<file path="src/common/pn_pkg.sv">
// Polish notation evaluator package
`default_nettype none

package pn_pkg;

    // =========================================================================
    // Widths and depths
    // =========================================================================
    localparam int result_w     = 16;
    localparam int operand_w    = 3;
    localparam int buf_depth    = 16;
    localparam int buf_idx_w    = 4;
    localparam int stack_depth  = 16;
    localparam int stack_ptr_w  = $clog2(stack_depth);
    localparam int max_results  = 4;
    localparam int result_cnt_w = $clog2(max_results + 1);
    localparam int result_idx_w = $clog2(max_results);

    typedef logic signed [result_w-1:0] result_t;

    // Largest positive value so that empty slots sort last
    localparam result_t result_fill = {1'b0, {(result_w - 1){1'b1}}};

    // =========================================================================
    // Encodings
    // =========================================================================
    // Same codes as the mode input
    typedef enum logic [1:0] {
        prefix_burst  = 2'd0,
        postfix_burst = 2'd1,
        prefix        = 2'd2,
        postfix       = 2'd3
    } pn_mode_e;

    // Low two bits of an operator token
    typedef enum logic [1:0] {
        op_add     = 2'd0,
        op_sub     = 2'd1,
        op_mul     = 2'd2,
        op_abs_sum = 2'd3
    } pn_op_e;

    typedef enum logic [1:0] {
        idle,
        read,
        evaluate,
        emit
    } main_state_e;

    typedef enum logic [2:0] {
        classify,
        push_operand,
        pop_first,
        pop_second,
        calculate,
        push_result
    } stack_step_e;

    // =========================================================================
    // Tokens and block commands
    // =========================================================================
    typedef struct packed {
        logic                 is_operator;
        logic [operand_w-1:0] value;
    } token_t;

    typedef struct packed {
        logic start;
        logic step;
        logic reverse;
    } scan_cmd_t;

    typedef struct packed {
        logic    push;
        logic    pop;
        result_t push_data;
    } stack_cmd_t;

    typedef struct packed {
        logic   load_first;
        logic   load_second;
        pn_op_e op;
        logic   postfix;
    } alu_cmd_t;

    typedef struct packed {
        logic clear;
        logic record;
        logic emit_start;
        logic descending;
    } collect_cmd_t;

endpackage

`default_nettype wire
</file>
<file path="src/rtl/pn_evaluator.sv">
// Polish notation evaluator top
`timescale 1ns/1ps
`default_nettype none

module pn_evaluator (
    input  wire                         clk,
    input  wire                         rst_n,
    input  wire [1:0]                   mode,
    input  wire                         operator,
    input  wire [pn_pkg::operand_w-1:0] in,
    input  wire                         in_valid,
    output logic                        out_valid,
    output pn_pkg::result_t             out
);

    pn_pkg::token_t       in_token;
    pn_pkg::token_t       token;
    logic                 at_last;
    pn_pkg::scan_cmd_t    scan;
    pn_pkg::stack_cmd_t   stack_cmd;
    pn_pkg::alu_cmd_t     alu_cmd;
    pn_pkg::collect_cmd_t collect;
    pn_pkg::result_t      stack_top;
    pn_pkg::result_t      alu_result;
    logic                 emit_done;

    assign in_token = '{is_operator: operator, value: in};

    token_buffer token_buffer_inst (
        .clk      (clk),
        .rst_n    (rst_n),
        .in_valid (in_valid),
        .in_token (in_token),
        .scan     (scan),
        .token    (token),
        .at_last  (at_last)
    );

    operand_stack operand_stack_inst (
        .clk   (clk),
        .rst_n (rst_n),
        .cmd   (stack_cmd),
        .top   (stack_top)
    );

    eval_ctrl eval_ctrl_inst (
        .clk        (clk),
        .rst_n      (rst_n),
        .in_valid   (in_valid),
        .mode       (pn_pkg::pn_mode_e'(mode)),
        .token      (token),
        .at_last    (at_last),
        .alu_result (alu_result),
        .emit_done  (emit_done),
        .scan       (scan),
        .stack_cmd  (stack_cmd),
        .alu_cmd    (alu_cmd),
        .collect    (collect)
    );

    pn_alu pn_alu_inst (
        .clk       (clk),
        .rst_n     (rst_n),
        .cmd       (alu_cmd),
        .stack_top (stack_top),
        .result    (alu_result)
    );

    result_collector result_collector_inst (
        .clk        (clk),
        .rst_n      (rst_n),
        .cmd        (collect),
        .alu_result (alu_result),
        .out        (out),
        .out_valid  (out_valid),
        .emit_done  (emit_done)
    );

endmodule

`default_nettype wire

</file>
<file path="src/result/result_collector.sv">
// Result buffer and sorted output
`timescale 1ns/1ps
`default_nettype none

module result_collector (
    input  wire                        clk,
    input  wire                        rst_n,
    input  wire pn_pkg::collect_cmd_t  cmd,
    input  wire pn_pkg::result_t       alu_result,
    output pn_pkg::result_t            out,
    output logic                       out_valid,
    output logic                       emit_done
);

    pn_pkg::result_t                 slots    [pn_pkg::max_results];
    pn_pkg::result_t                 sorted   [pn_pkg::max_results];
    pn_pkg::result_t                 sorted_q [pn_pkg::max_results];
    logic [pn_pkg::result_cnt_w-1:0] count;
    logic [pn_pkg::result_cnt_w-1:0] last_slot;
    logic [pn_pkg::result_cnt_w-1:0] left;
    logic [pn_pkg::result_idx_w-1:0] rd_idx;
    logic                            active;
    logic                            desc_q;

    assign last_slot = count - 1'b1;

    always_ff @(posedge clk) begin
        if (cmd.clear) begin
            for (int i = 0; i < pn_pkg::max_results; i++) begin
                slots[i] <= pn_pkg::result_fill;
            end
        end else if (cmd.record && count < pn_pkg::max_results) begin
            slots[count[pn_pkg::result_idx_w-1:0]] <= alu_result;
        end
        if (cmd.emit_start) begin
            sorted_q <= sorted;
        end
    end

    always_ff @(posedge clk or negedge rst_n) begin
        if (!rst_n) begin
            count <= '0;
        end else if (cmd.clear) begin
            count <= '0;
        end else if (cmd.record && count < pn_pkg::max_results) begin
            count <= count + 1'b1;
        end
    end

    sort4_network sort4_network_inst (
        .in_vals (slots),
        .sorted  (sorted)
    );

    // =========================================================================
    // Output sequencing
    // =========================================================================
    // Fill values sit above the real results, so descending starts at count-1
    always_ff @(posedge clk or negedge rst_n) begin
        if (!rst_n) begin
            active <= 1'b0;
            left   <= '0;
            rd_idx <= '0;
            desc_q <= 1'b0;
        end else if (cmd.emit_start) begin
            active <= (count != 0);
            left   <= count;
            desc_q <= cmd.descending;
            rd_idx <= cmd.descending ? last_slot[pn_pkg::result_idx_w-1:0] : '0;
        end else if (active) begin
            left   <= left - 1'b1;
            rd_idx <= desc_q ? rd_idx - 1'b1 : rd_idx + 1'b1;
            if (left == 1) begin
                active <= 1'b0;
            end
        end
    end

    assign out_valid = active;
    assign out       = active ? sorted_q[rd_idx] : '0;
    assign emit_done = active && (left == 1);

endmodule

`default_nettype wire

</file>
<file path="src/result/sort4_network.sv">
// Four-input sorting network
`timescale 1ns/1ps
`default_nettype none

module sort4_network (
    input  wire pn_pkg::result_t in_vals [4],
    output pn_pkg::result_t      sorted  [4]
);

    pn_pkg::result_t s1 [4];
    pn_pkg::result_t s2 [4];

    // Returns {min, max} of two signed values
    function automatic logic [2*pn_pkg::result_w-1:0] exchange(
        input pn_pkg::result_t a,
        input pn_pkg::result_t b
    );
        return (a > b) ? {b, a} : {a, b};
    endfunction

    always_comb begin
        // Sort pairs
        {s1[0], s1[1]} = exchange(in_vals[0], in_vals[1]);
        {s1[2], s1[3]} = exchange(in_vals[2], in_vals[3]);
        // Global min and max
        {s2[0], s2[2]} = exchange(s1[0], s1[2]);
        {s2[1], s2[3]} = exchange(s1[1], s1[3]);
        // Middle pair
        {sorted[1], sorted[2]} = exchange(s2[1], s2[2]);
        sorted[0] = s2[0];
        sorted[3] = s2[3];
    end

endmodule

`default_nettype wire

</file>
<file path="src/rtl/pn_alu.sv">
// Operand registers and arithmetic
`timescale 1ns/1ps
`default_nettype none

module pn_alu (
    input  wire                    clk,
    input  wire                    rst_n,
    input  wire pn_pkg::alu_cmd_t  cmd,
    input  wire pn_pkg::result_t   stack_top,
    output pn_pkg::result_t        result
);

    pn_pkg::result_t first_q;
    pn_pkg::result_t second_q;
    pn_pkg::result_t sum;
    pn_pkg::pn_op_e  op_q;
    logic            postfix_q;

    always_ff @(posedge clk) begin
        if (cmd.load_first) begin
            first_q <= stack_top;
        end
        if (cmd.load_second) begin
            second_q <= stack_top;
        end
    end

    // Operation held with the operands, stable through push_result
    always_ff @(posedge clk or negedge rst_n) begin
        if (!rst_n) begin
            op_q      <= pn_pkg::op_add;
            postfix_q <= 1'b0;
        end else if (cmd.load_second) begin
            op_q      <= cmd.op;
            postfix_q <= cmd.postfix;
        end
    end

    assign sum = first_q + second_q;

    // All results wrap at result_w bits
    always_comb begin
        case (op_q)
            pn_pkg::op_add: result = sum;
            pn_pkg::op_sub: result = postfix_q ? second_q - first_q : first_q - second_q;
            pn_pkg::op_mul: result = first_q * second_q;
            default:        result = sum[pn_pkg::result_w-1] ? -sum : sum;
        endcase
    end

endmodule

`default_nettype wire

</file>
<file path="src/rtl/eval_ctrl.sv">
// Evaluation controller
`timescale 1ns/1ps
`default_nettype none

module eval_ctrl (
    input  wire                        clk,
    input  wire                        rst_n,
    input  wire                        in_valid,
    input  wire pn_pkg::pn_mode_e      mode,
    input  wire pn_pkg::token_t        token,
    input  wire                        at_last,
    input  wire pn_pkg::result_t       alu_result,
    input  wire                        emit_done,
    output pn_pkg::scan_cmd_t          scan,
    output pn_pkg::stack_cmd_t         stack_cmd,
    output pn_pkg::alu_cmd_t           alu_cmd,
    output pn_pkg::collect_cmd_t       collect
);

    pn_pkg::main_state_e state;
    pn_pkg::main_state_e state_next;
    pn_pkg::stack_step_e step;
    pn_pkg::stack_step_e step_next;
    pn_pkg::pn_mode_e    mode_q;
    logic                emit_started;
    logic                burst;
    logic                postfix_scan;
    logic                final_calc;

    assign burst        = (mode_q == pn_pkg::prefix_burst) || (mode_q == pn_pkg::postfix_burst);
    assign postfix_scan = (mode_q == pn_pkg::postfix) || (mode_q == pn_pkg::postfix_burst);
    assign final_calc   = (state == pn_pkg::evaluate) && (step == pn_pkg::calculate) && at_last;

    always_ff @(posedge clk or negedge rst_n) begin
        if (!rst_n) begin
            state        <= pn_pkg::idle;
            step         <= pn_pkg::classify;
            mode_q       <= pn_pkg::postfix;
            emit_started <= 1'b0;
        end else begin
            state        <= state_next;
            step         <= step_next;
            emit_started <= (state == pn_pkg::emit);
            // Mode comes with the first token
            if (state == pn_pkg::idle && in_valid) begin
                mode_q <= mode;
            end
        end
    end

    // =========================================================================
    // Main sequence
    // =========================================================================
    always_comb begin
        state_next = state;
        case (state)
            pn_pkg::idle:     if (in_valid) state_next = pn_pkg::read;
            pn_pkg::read:     if (!in_valid) state_next = pn_pkg::evaluate;
            pn_pkg::evaluate: if (final_calc) state_next = pn_pkg::emit;
            pn_pkg::emit:     if (emit_done) state_next = pn_pkg::idle;
            default:          state_next = pn_pkg::idle;
        endcase
    end

    // =========================================================================
    // Per-token stack steps
    // =========================================================================
    always_comb begin
        step_next = pn_pkg::classify;
        if (state == pn_pkg::evaluate) begin
            case (step)
                pn_pkg::classify: begin
                    step_next = token.is_operator ? pn_pkg::pop_first : pn_pkg::push_operand;
                end
                pn_pkg::pop_first:  step_next = pn_pkg::pop_second;
                pn_pkg::pop_second: step_next = pn_pkg::calculate;
                pn_pkg::calculate: begin
                    // Burst results never go back on the stack
                    if (!burst && !at_last) begin
                        step_next = pn_pkg::push_result;
                    end
                end
                default: step_next = pn_pkg::classify;
            endcase
        end
    end

    always_comb begin
        scan      = '0;
        stack_cmd = '0;
        alu_cmd   = '0;
        collect   = '0;

        scan.reverse       = !postfix_scan;
        scan.start         = (state == pn_pkg::read) && !in_valid;
        collect.clear      = scan.start;
        collect.descending = (mode_q == pn_pkg::prefix_burst);
        collect.emit_start = (state == pn_pkg::emit) && !emit_started;
        alu_cmd.op         = pn_pkg::pn_op_e'(token.value[1:0]);
        alu_cmd.postfix    = postfix_scan;

        if (state == pn_pkg::evaluate) begin
            case (step)
                pn_pkg::push_operand: begin
                    stack_cmd.push      = 1'b1;
                    stack_cmd.push_data = pn_pkg::result_t'(token.value);
                    scan.step           = 1'b1;
                end
                pn_pkg::pop_first: begin
                    stack_cmd.pop      = 1'b1;
                    alu_cmd.load_first = 1'b1;
                end
                pn_pkg::pop_second: begin
                    stack_cmd.pop       = 1'b1;
                    alu_cmd.load_second = 1'b1;
                end
                pn_pkg::calculate: begin
                    scan.step      = 1'b1;
                    collect.record = burst || at_last;
                end
                pn_pkg::push_result: begin
                    stack_cmd.push      = 1'b1;
                    stack_cmd.push_data = alu_result;
                end
                default: ;
            endcase
        end
    end

endmodule

`default_nettype wire

</file>
<file path="src/rtl/operand_stack.sv">
// Operand stack
`timescale 1ns/1ps
`default_nettype none

module operand_stack (
    input  wire                      clk,
    input  wire                      rst_n,
    input  wire pn_pkg::stack_cmd_t  cmd,
    output pn_pkg::result_t          top
);

    pn_pkg::result_t                mem [pn_pkg::stack_depth];
    logic [pn_pkg::stack_ptr_w-1:0] sp;

    always_ff @(posedge clk) begin
        if (cmd.push) begin
            mem[sp] <= cmd.push_data;
        end
    end

    // sp points at the next free word
    always_ff @(posedge clk or negedge rst_n) begin
        if (!rst_n) begin
            sp <= '0;
        end else if (cmd.push) begin
            sp <= sp + 1'b1;
        end else if (cmd.pop) begin
            sp <= sp - 1'b1;
        end
    end

    assign top = mem[sp - 1'b1];

endmodule

`default_nettype wire

</file>
<file path="src/rtl/token_buffer.sv">
// Token storage and scan
`timescale 1ns/1ps
`default_nettype none

module token_buffer (
    input  wire                     clk,
    input  wire                     rst_n,
    input  wire                     in_valid,
    input  wire pn_pkg::token_t     in_token,
    input  wire pn_pkg::scan_cmd_t  scan,
    output pn_pkg::token_t          token,
    output logic                    at_last
);

    pn_pkg::token_t               tokens [pn_pkg::buf_depth];
    logic [pn_pkg::buf_idx_w-1:0] length;
    logic [pn_pkg::buf_idx_w-1:0] idx;
    logic [pn_pkg::buf_idx_w-1:0] end_idx;

    always_ff @(posedge clk) begin
        if (in_valid) begin
            tokens[length] <= in_token;
        end
    end

    always_ff @(posedge clk or negedge rst_n) begin
        if (!rst_n) begin
            length <= '0;
        end else if (scan.start) begin
            length <= '0;
        end else if (in_valid) begin
            length <= length + 1'b1;
        end
    end

    // Start at one end of the string, finish at the other
    always_ff @(posedge clk or negedge rst_n) begin
        if (!rst_n) begin
            idx     <= '0;
            end_idx <= '0;
        end else if (scan.start) begin
            idx     <= scan.reverse ? length - 1'b1 : '0;
            end_idx <= scan.reverse ? '0 : length - 1'b1;
        end else if (scan.step) begin
            idx <= scan.reverse ? idx - 1'b1 : idx + 1'b1;
        end
    end

    assign token   = tokens[idx];
    assign at_last = (idx == end_idx);

endmodule

`default_nettype wire

</file>
<file path="config.mk">
export PLATFORM = sky130hd
export DESIGN_NAME = pn_evaluator
export DESIGN_NICKNAME = d
export VERILOG_FILES = /design/src/common/pn_pkg.sv /design/src/rtl/pn_evaluator.sv /design/src/result/result_collector.sv /design/src/result/sort4_network.sv /design/src/rtl/pn_alu.sv /design/src/rtl/eval_ctrl.sv /design/src/rtl/operand_stack.sv /design/src/rtl/token_buffer.sv
export SDC_FILE = /design/constraint.sdc
export NUM_CORES = 1
export LEC_CHECK = 0
export BUFFER_PORTS_ARGS = -buffer_cell sky130_fd_sc_hd__buf_2
export CORE_ASPECT_RATIO = 1.5
export CORE_MARGIN = 5
export CORE_UTILIZATION = 65
export DETAILED_ROUTE_END_ITERATION = 6
export PLACE_DENSITY_LB_ADDON = 0.05
export SETUP_SLACK_MARGIN = 0.3
export SLEW_MARGIN = 10
export SYNTH_ARGS = -nofsm -noshare
export SYNTH_HDL_FRONTEND = slang
export SYNTH_SLANG_ARGS = --single-unit
</file>
<file path="constraint.sdc">
create_clock -name clk -period 13.7 [get_ports clk]
set_clock_uncertainty 0.2 [all_clocks]
set_input_delay 1.37 -clock clk [delete_from_list [all_inputs] [get_ports clk]]
set_output_delay 1.37 -clock clk [all_outputs]
set_load 0.02 [all_outputs]
</file>
# Word-level counts from Yosys, hierarchy flattened
# Memory sizes are Yosys's and may differ from the RTL's.
# Index checks and enable logic that the tools add are counted.
op_classes:
  reduce_logical: 30
  bitwise_logic: 2
  mul: 1
  eq_ne: 18
  magnitude_cmp: 9
  addsub: 15
  muxes: 59
op_table:
  columns: ["operator", "count"]
  rows:
  - ["$mux W32", 5]
  - ["$mux W16", 6]
  - ["$gt A16 B16 Y1", 5]
  - ["$bwmux W64", 1]
  - ["$pmux W16 S3", 1]
  - ["$mux W4", 9]
  - ["$bmux W16 S2", 1]
  - ["$demux W16 S2", 1]
  - ["$pmux W16 S2", 1]
  - ["$sub A16 B16 Y16", 2]
  - ["$mux W2", 10]
  - ["$mux W18", 1]
  - ["$mux W3", 6]
  - ["$add A16 B16 Y16", 1]
  - ["$mul A16 B16 Y16", 1]
  - ["$neg A16 Y16", 1]
  - ["$mux W1", 15]
  - ["$add A4 B1 Y4 const B", 3]
  - ["$pmux W3 S4", 1]
  - ["$sub A4 B1 Y4 const B", 3]
  - ["$reduce_bool A2 Y1", 5]
  - ["$logic_and A1 B1 Y1", 9]
  - ["$eq A2 B2 Y1 const B", 4]
  - ["$pmux W2 S4", 1]
  - ["other kinds (22)", 41]
totals:
  wordCells: 161
  regBits: 197
  n_memories: 2
  ramBits: 320
mem_list:
  columns: ["name", "depth", "width", "read_ports", "rd_clocked_by_memory_dff", "write_ports", "line_no", "rtl"]
  rows:
  - ["operand_stack_inst.mem", 16, 16, 1, 0, 1, "operand_stack.sv:12", "pn_pkg::result_t mem [pn_pkg::stack_depth];"]
  - ["token_buffer_inst.tokens", 16, 4, 1, 0, 1, "token_buffer.sv:15", "pn_pkg::token_t tokens [pn_pkg::buf_depth];"]

# Logic depth before layout (Yosys ltp)
depth:
  depth_word: 8
  depth_mapped: 36
  ltp_nobuf: 31

# By module
# Synthesis repeated with hierarchy kept, for this count alone.
unflattened:
  cells_unflattened: 2793
  area_unflattened_um2: 32596.3
modules_own_cells:
  columns: ["mod", "area_per_inst_um2", "cells_per_inst", "n_inst"]
  rows:
  - ["operand_stack", 10364.9, 472, 1]
  - ["pn_alu", 8050.2, 931, 1]
  - ["result_collector", 5388.9, 441, 1]
  - ["sort4_network", 4722.0, 666, 1]
  - ["token_buffer", 3363.2, 203, 1]
  - ["eval_ctrl", 706.9, 80, 1]

# Least setup slack after synthesis
# OpenSTA, ideal clock, no wires.
synth_timing:
  kind: "register to register"
  start: "register result_collector_inst.slots[9] (netlist bit)"
  end: "register result_collector_inst.sorted_q[33] (netlist bit), data pin"
  synth_period_minus_slack_ns: 7.061
  arrival_time_ns: 6.606
  setup_time_ns: 0.254
  path_stages_with_launch: 33
  path_slack_ns: 6.639
  required_time_ns: 13.246
  cell_sequence: "dfxtp_1 > inv_1 > ha_1 > and3_1 > and4_1 > a22o_1 > a21oi_1 > clkbuf_1 > mux2i_1 > ha_1 > a21o_1 > a211oi_1 > o21ai_0 > a221oi_1 > and2_1 > a211oi_1 > o221ai_1 > buf_2 > mux2i_1 > inv_1 > ha_1 > a21oi_1 > nor2b_1 > o21ai_0 > nand2b_1 > a21oi_1 > o21ai_0 > o21bai_1 > o211a_1 > clkbuf_1 > clkbuf_1 > nand2_1 > o21a_1"
synth_lines:
  columns: ["item", "line_no", "rtl"]
  rows:
  - ["start: declaration", "result_collector.sv:15", "pn_pkg::result_t slots [pn_pkg::max_results];"]
  - ["start signal: indexed assignment", "result_collector.sv:30", "slots[i] <= pn_pkg::result_fill;"]
  - ["start signal: indexed assignment", "result_collector.sv:33", "slots[count[pn_pkg::result_idx_w-1:0]] <= alu_result;"]
  - ["end signal: assignment", "result_collector.sv:36", "sorted_q <= sorted;"]
  - ["end: declaration", "result_collector.sv:17", "pn_pkg::result_t sorted_q [pn_pkg::max_results];"]

==> run metrics <==
status=complete, no violations; leading cell types in the layout, fill and taps excluded=416 x edfxtp_1, 272 x inv_1, 204 x ha_1; Worst-Margin Slew=between 1000 and 1500 ps; RD Place Congestion=0.969; synth unique cells=90; Max stage delay on crit path=around 560 ps; Port-buffer cells=25; worst endpoint required time=13830 ps; Worst Setup SP=result_collector_inst.slots[37]; postcts setup bufs=0; most common cell after layout, fill and taps aside=edfxtp_1; die width=approximately 190 um; Tcrit/Tclk final=0.608; via/cell ratio=approximately 6.4; number of synthesized register bits=roughly 520; post-synthesis area per instance=12.0 um^2; final setup fails=0; startpoint type of the worst setup path=flop; # DRC=0; R2R setup slack=~5400 ps; gr ovfl total=0; largest net degree at the start of global routing=65; Multi-input gate area=0.0147 mm^2; Max Cap Viol=0; wire per inst=23.9 um; # fillers=3362; total CTS buffers=45; WL final=about 76000 um; Final Hold Violating Endpoints=0; unrepaired setup endpoints after global routing=no; Initial Util=0.652; diodes inserted=0; reg2reg end=result_collector_inst.sorted_q[32]; ys flop type=edfxtp_1; total number of vias=around 20000; Yosys warnings=0; Hold-fix buffers, CTS=0; antenna viol nets, final=0; clock tree from TritonCTS=yes; storage element area=approximately 0.015 mm^2; CP Class=reg -> reg; Reg2Reg Depth=32; async set or reset register ratio after synthesis=0.0716; register area share after synthesis=0.475; area grow syn2layout=7.22%; Iter 0 DRT Violations=between 1500 and 2000; crit path capture type=flop; CP Max Fanout=48; vias in the first global route=20800; Pins Over Slew Limit=0; Post-Route Setup TNS=0 ps; Core Box Area=about 0.047 mm^2; Post-Syn Area=0.0309 mm^2; clk_lat worst skew=around 580 ps; Detailed Place HPWL=53500 um; nets=approximately 2900; min-delay src=result_collector_inst.slots[47]; Clk pin slew, worst setup/hold paths=70 ps; initial antenna violation count=0; HP Class=reg -> reg; GR Util All Layers=0.294; Post-synth EDFFs=between 400 and 500; num ports=26; clk buf depth=3; Synth Net Count=2880; crit path DAT=between 8000 and 9000 ps; Slowest cell on crit path=a221oi_1; Reg2Reg Launch Point=result_collector_inst.slots[37]; clock sinks=between 500 and 600; first-pass GRT wire length=119000 um; CTS Root Cell=clkbuf_16; Tmin final=8330 ps; Die Area=0.0521 mm^2; Worst slew margin=0.173; num rows=98; PostCTS Resize Cnt=0; share of layout cells above drive strength 1=0.114; CP Capture Point=result_collector_inst.sorted_q[32]; chip height=between 200 and 300 um; Fmax achieved=~120 MHz; detailed-router iteration count before antenna repair=6; H-Tree Depth=2; Gate Count Post-Synth=~2600
per-stage QoR:
| stage | utilization | cell area, um^2 | worst slack (ps) | hold slack (ps) | std cells |
|---|---|---|---|---|---|
| floorplan | - | 30900 | 6640 | 249 | 2583 |
| global placement | 0.666 | 31600 | 5730 | 262 | 3112 |
| detailed placement | 0.666 | 31600 | 5490 | 265 | 3112 |
| CTS | 0.699 | 33200 | 5460 | 274 | 3195 |
| global route | 0.699 | 33200 | 4710 | 290 | 3195 |
| finish | 0.699 | 33200 | 5370 | 275 | 3195 |
sequential cells by signal (all words and copies together) (netlist names), 2 cells and up:
register,cells
operand_stack_inst.mem,256
result_collector_inst.slots,64
result_collector_inst.sorted_q,64
token_buffer_inst.tokens,64
pn_alu_inst.first_q,16
pn_alu_inst.second_q,16
operand_stack_inst.sp,4
token_buffer_inst.end_idx,4
token_buffer_inst.idx,4
token_buffer_inst.length,4
eval_ctrl_inst.step,3
result_collector_inst.count,3
result_collector_inst.left,3
eval_ctrl_inst.mode_q,2
eval_ctrl_inst.state,2
pn_alu_inst.op_q,2
result_collector_inst.rd_idx,2
kinds of logic (layout without fill, tap and decap cells):
logic type	Yosys count	after routing	synth area share
adders and majority gates	289	289	0.137
buffers and inverters	405	417	0.0506
muxes	239	239	0.126
and+or+nand+nor	598	598	0.0901
DFF	517	517	0.475
AOI/OAI and AO/OA	439	439	0.0931
xor gates and xnor gates	96	96	0.0279
worst min-delay path by stage:
| stage | end | slack, ps | cells after the start |
|---|---|---|---|
| after global placement | result_collector_inst.slots[47] | 260 | 2 |
| final | result_collector_inst.slots[47] | 280 | 2 |
| after global routing | result_collector_inst.slots[47] | 290 | 2 |
| after detailed placement | result_collector_inst.slots[47] | 270 | 2 |
| after floorplan | result_collector_inst.slots[15] | 250 | 2 |
| after CTS | result_collector_inst.slots[47] | 270 | 2 |
worst max-delay path, delay by kind of cell (launching register included):
family                   cells  cell delay, ps
buffers and inverters        6            1520
adder cells (fa/ha/maj)      3             920
AO/OA/AOI/OAI               16            3560
multiplexers                 2             690
AND/OR/NAND/NOR              5             780
flip-flops                   1             380
cell type report:
cell class / instances / share of cell area
clock buffers: 55 / 0.0360
clock inverters: 28 / 0.0115
inverters: 279 / 0.0316
multi-input cells: 1661 / 0.444
flip-flops and latches: 517 / 0.443
well taps: 600 / 0.0226
repair buffers: 55 / 0.0106
cell usage after synthesis, types with 12 or more instances:
master      n  area share
a211oi_1   14      0.0034
a21o_1     23      0.0056
a21oi_1   137       0.022
a31oi_1    21      0.0042
and2_1     36      0.0073
buf_1      16      0.0019
buf_2      13      0.0021
clkbuf_1   92       0.011
dfrtp_1    35       0.028
dfxtp_1    64       0.041
edfxtp_1  416        0.40
fa_1       83       0.054
ha_1      205       0.083
inv_1     272       0.033
mux2_2     13      0.0047
mux2i_1   107       0.035
mux4_2    119       0.087
nand2_1   182       0.022
nand2b_1   16      0.0032
nand3_1    44      0.0071
nand4_1    24      0.0049
nor2_1    184       0.022
nor2b_1    19      0.0038
nor3_1     39      0.0063
o211ai_1   16      0.0039
o21ai_0    98       0.016
o311ai_0   15      0.0042
o311ai_1   12      0.0034
xnor2_1    72       0.020
xor2_1     22      0.0062
per-layer routing:
| metal | global-route usage | part of all wire | vias up |
|---|---|---|---|
| met3 | 0.0265 | 0.053 | 157 |
| li1 | - | - | 9331 |
| met2 | 0.519 | 0.51 | 728 |
| met1 | 0.379 | 0.39 | 10200 |
| met4 | 0.111 | 0.042 | 0 |
| met5 | 0 | 0 | - |
Power is left out: the tool's default activity adds up to more than one toggle a clock period on the data nets, which glitch-free logic cannot reach.
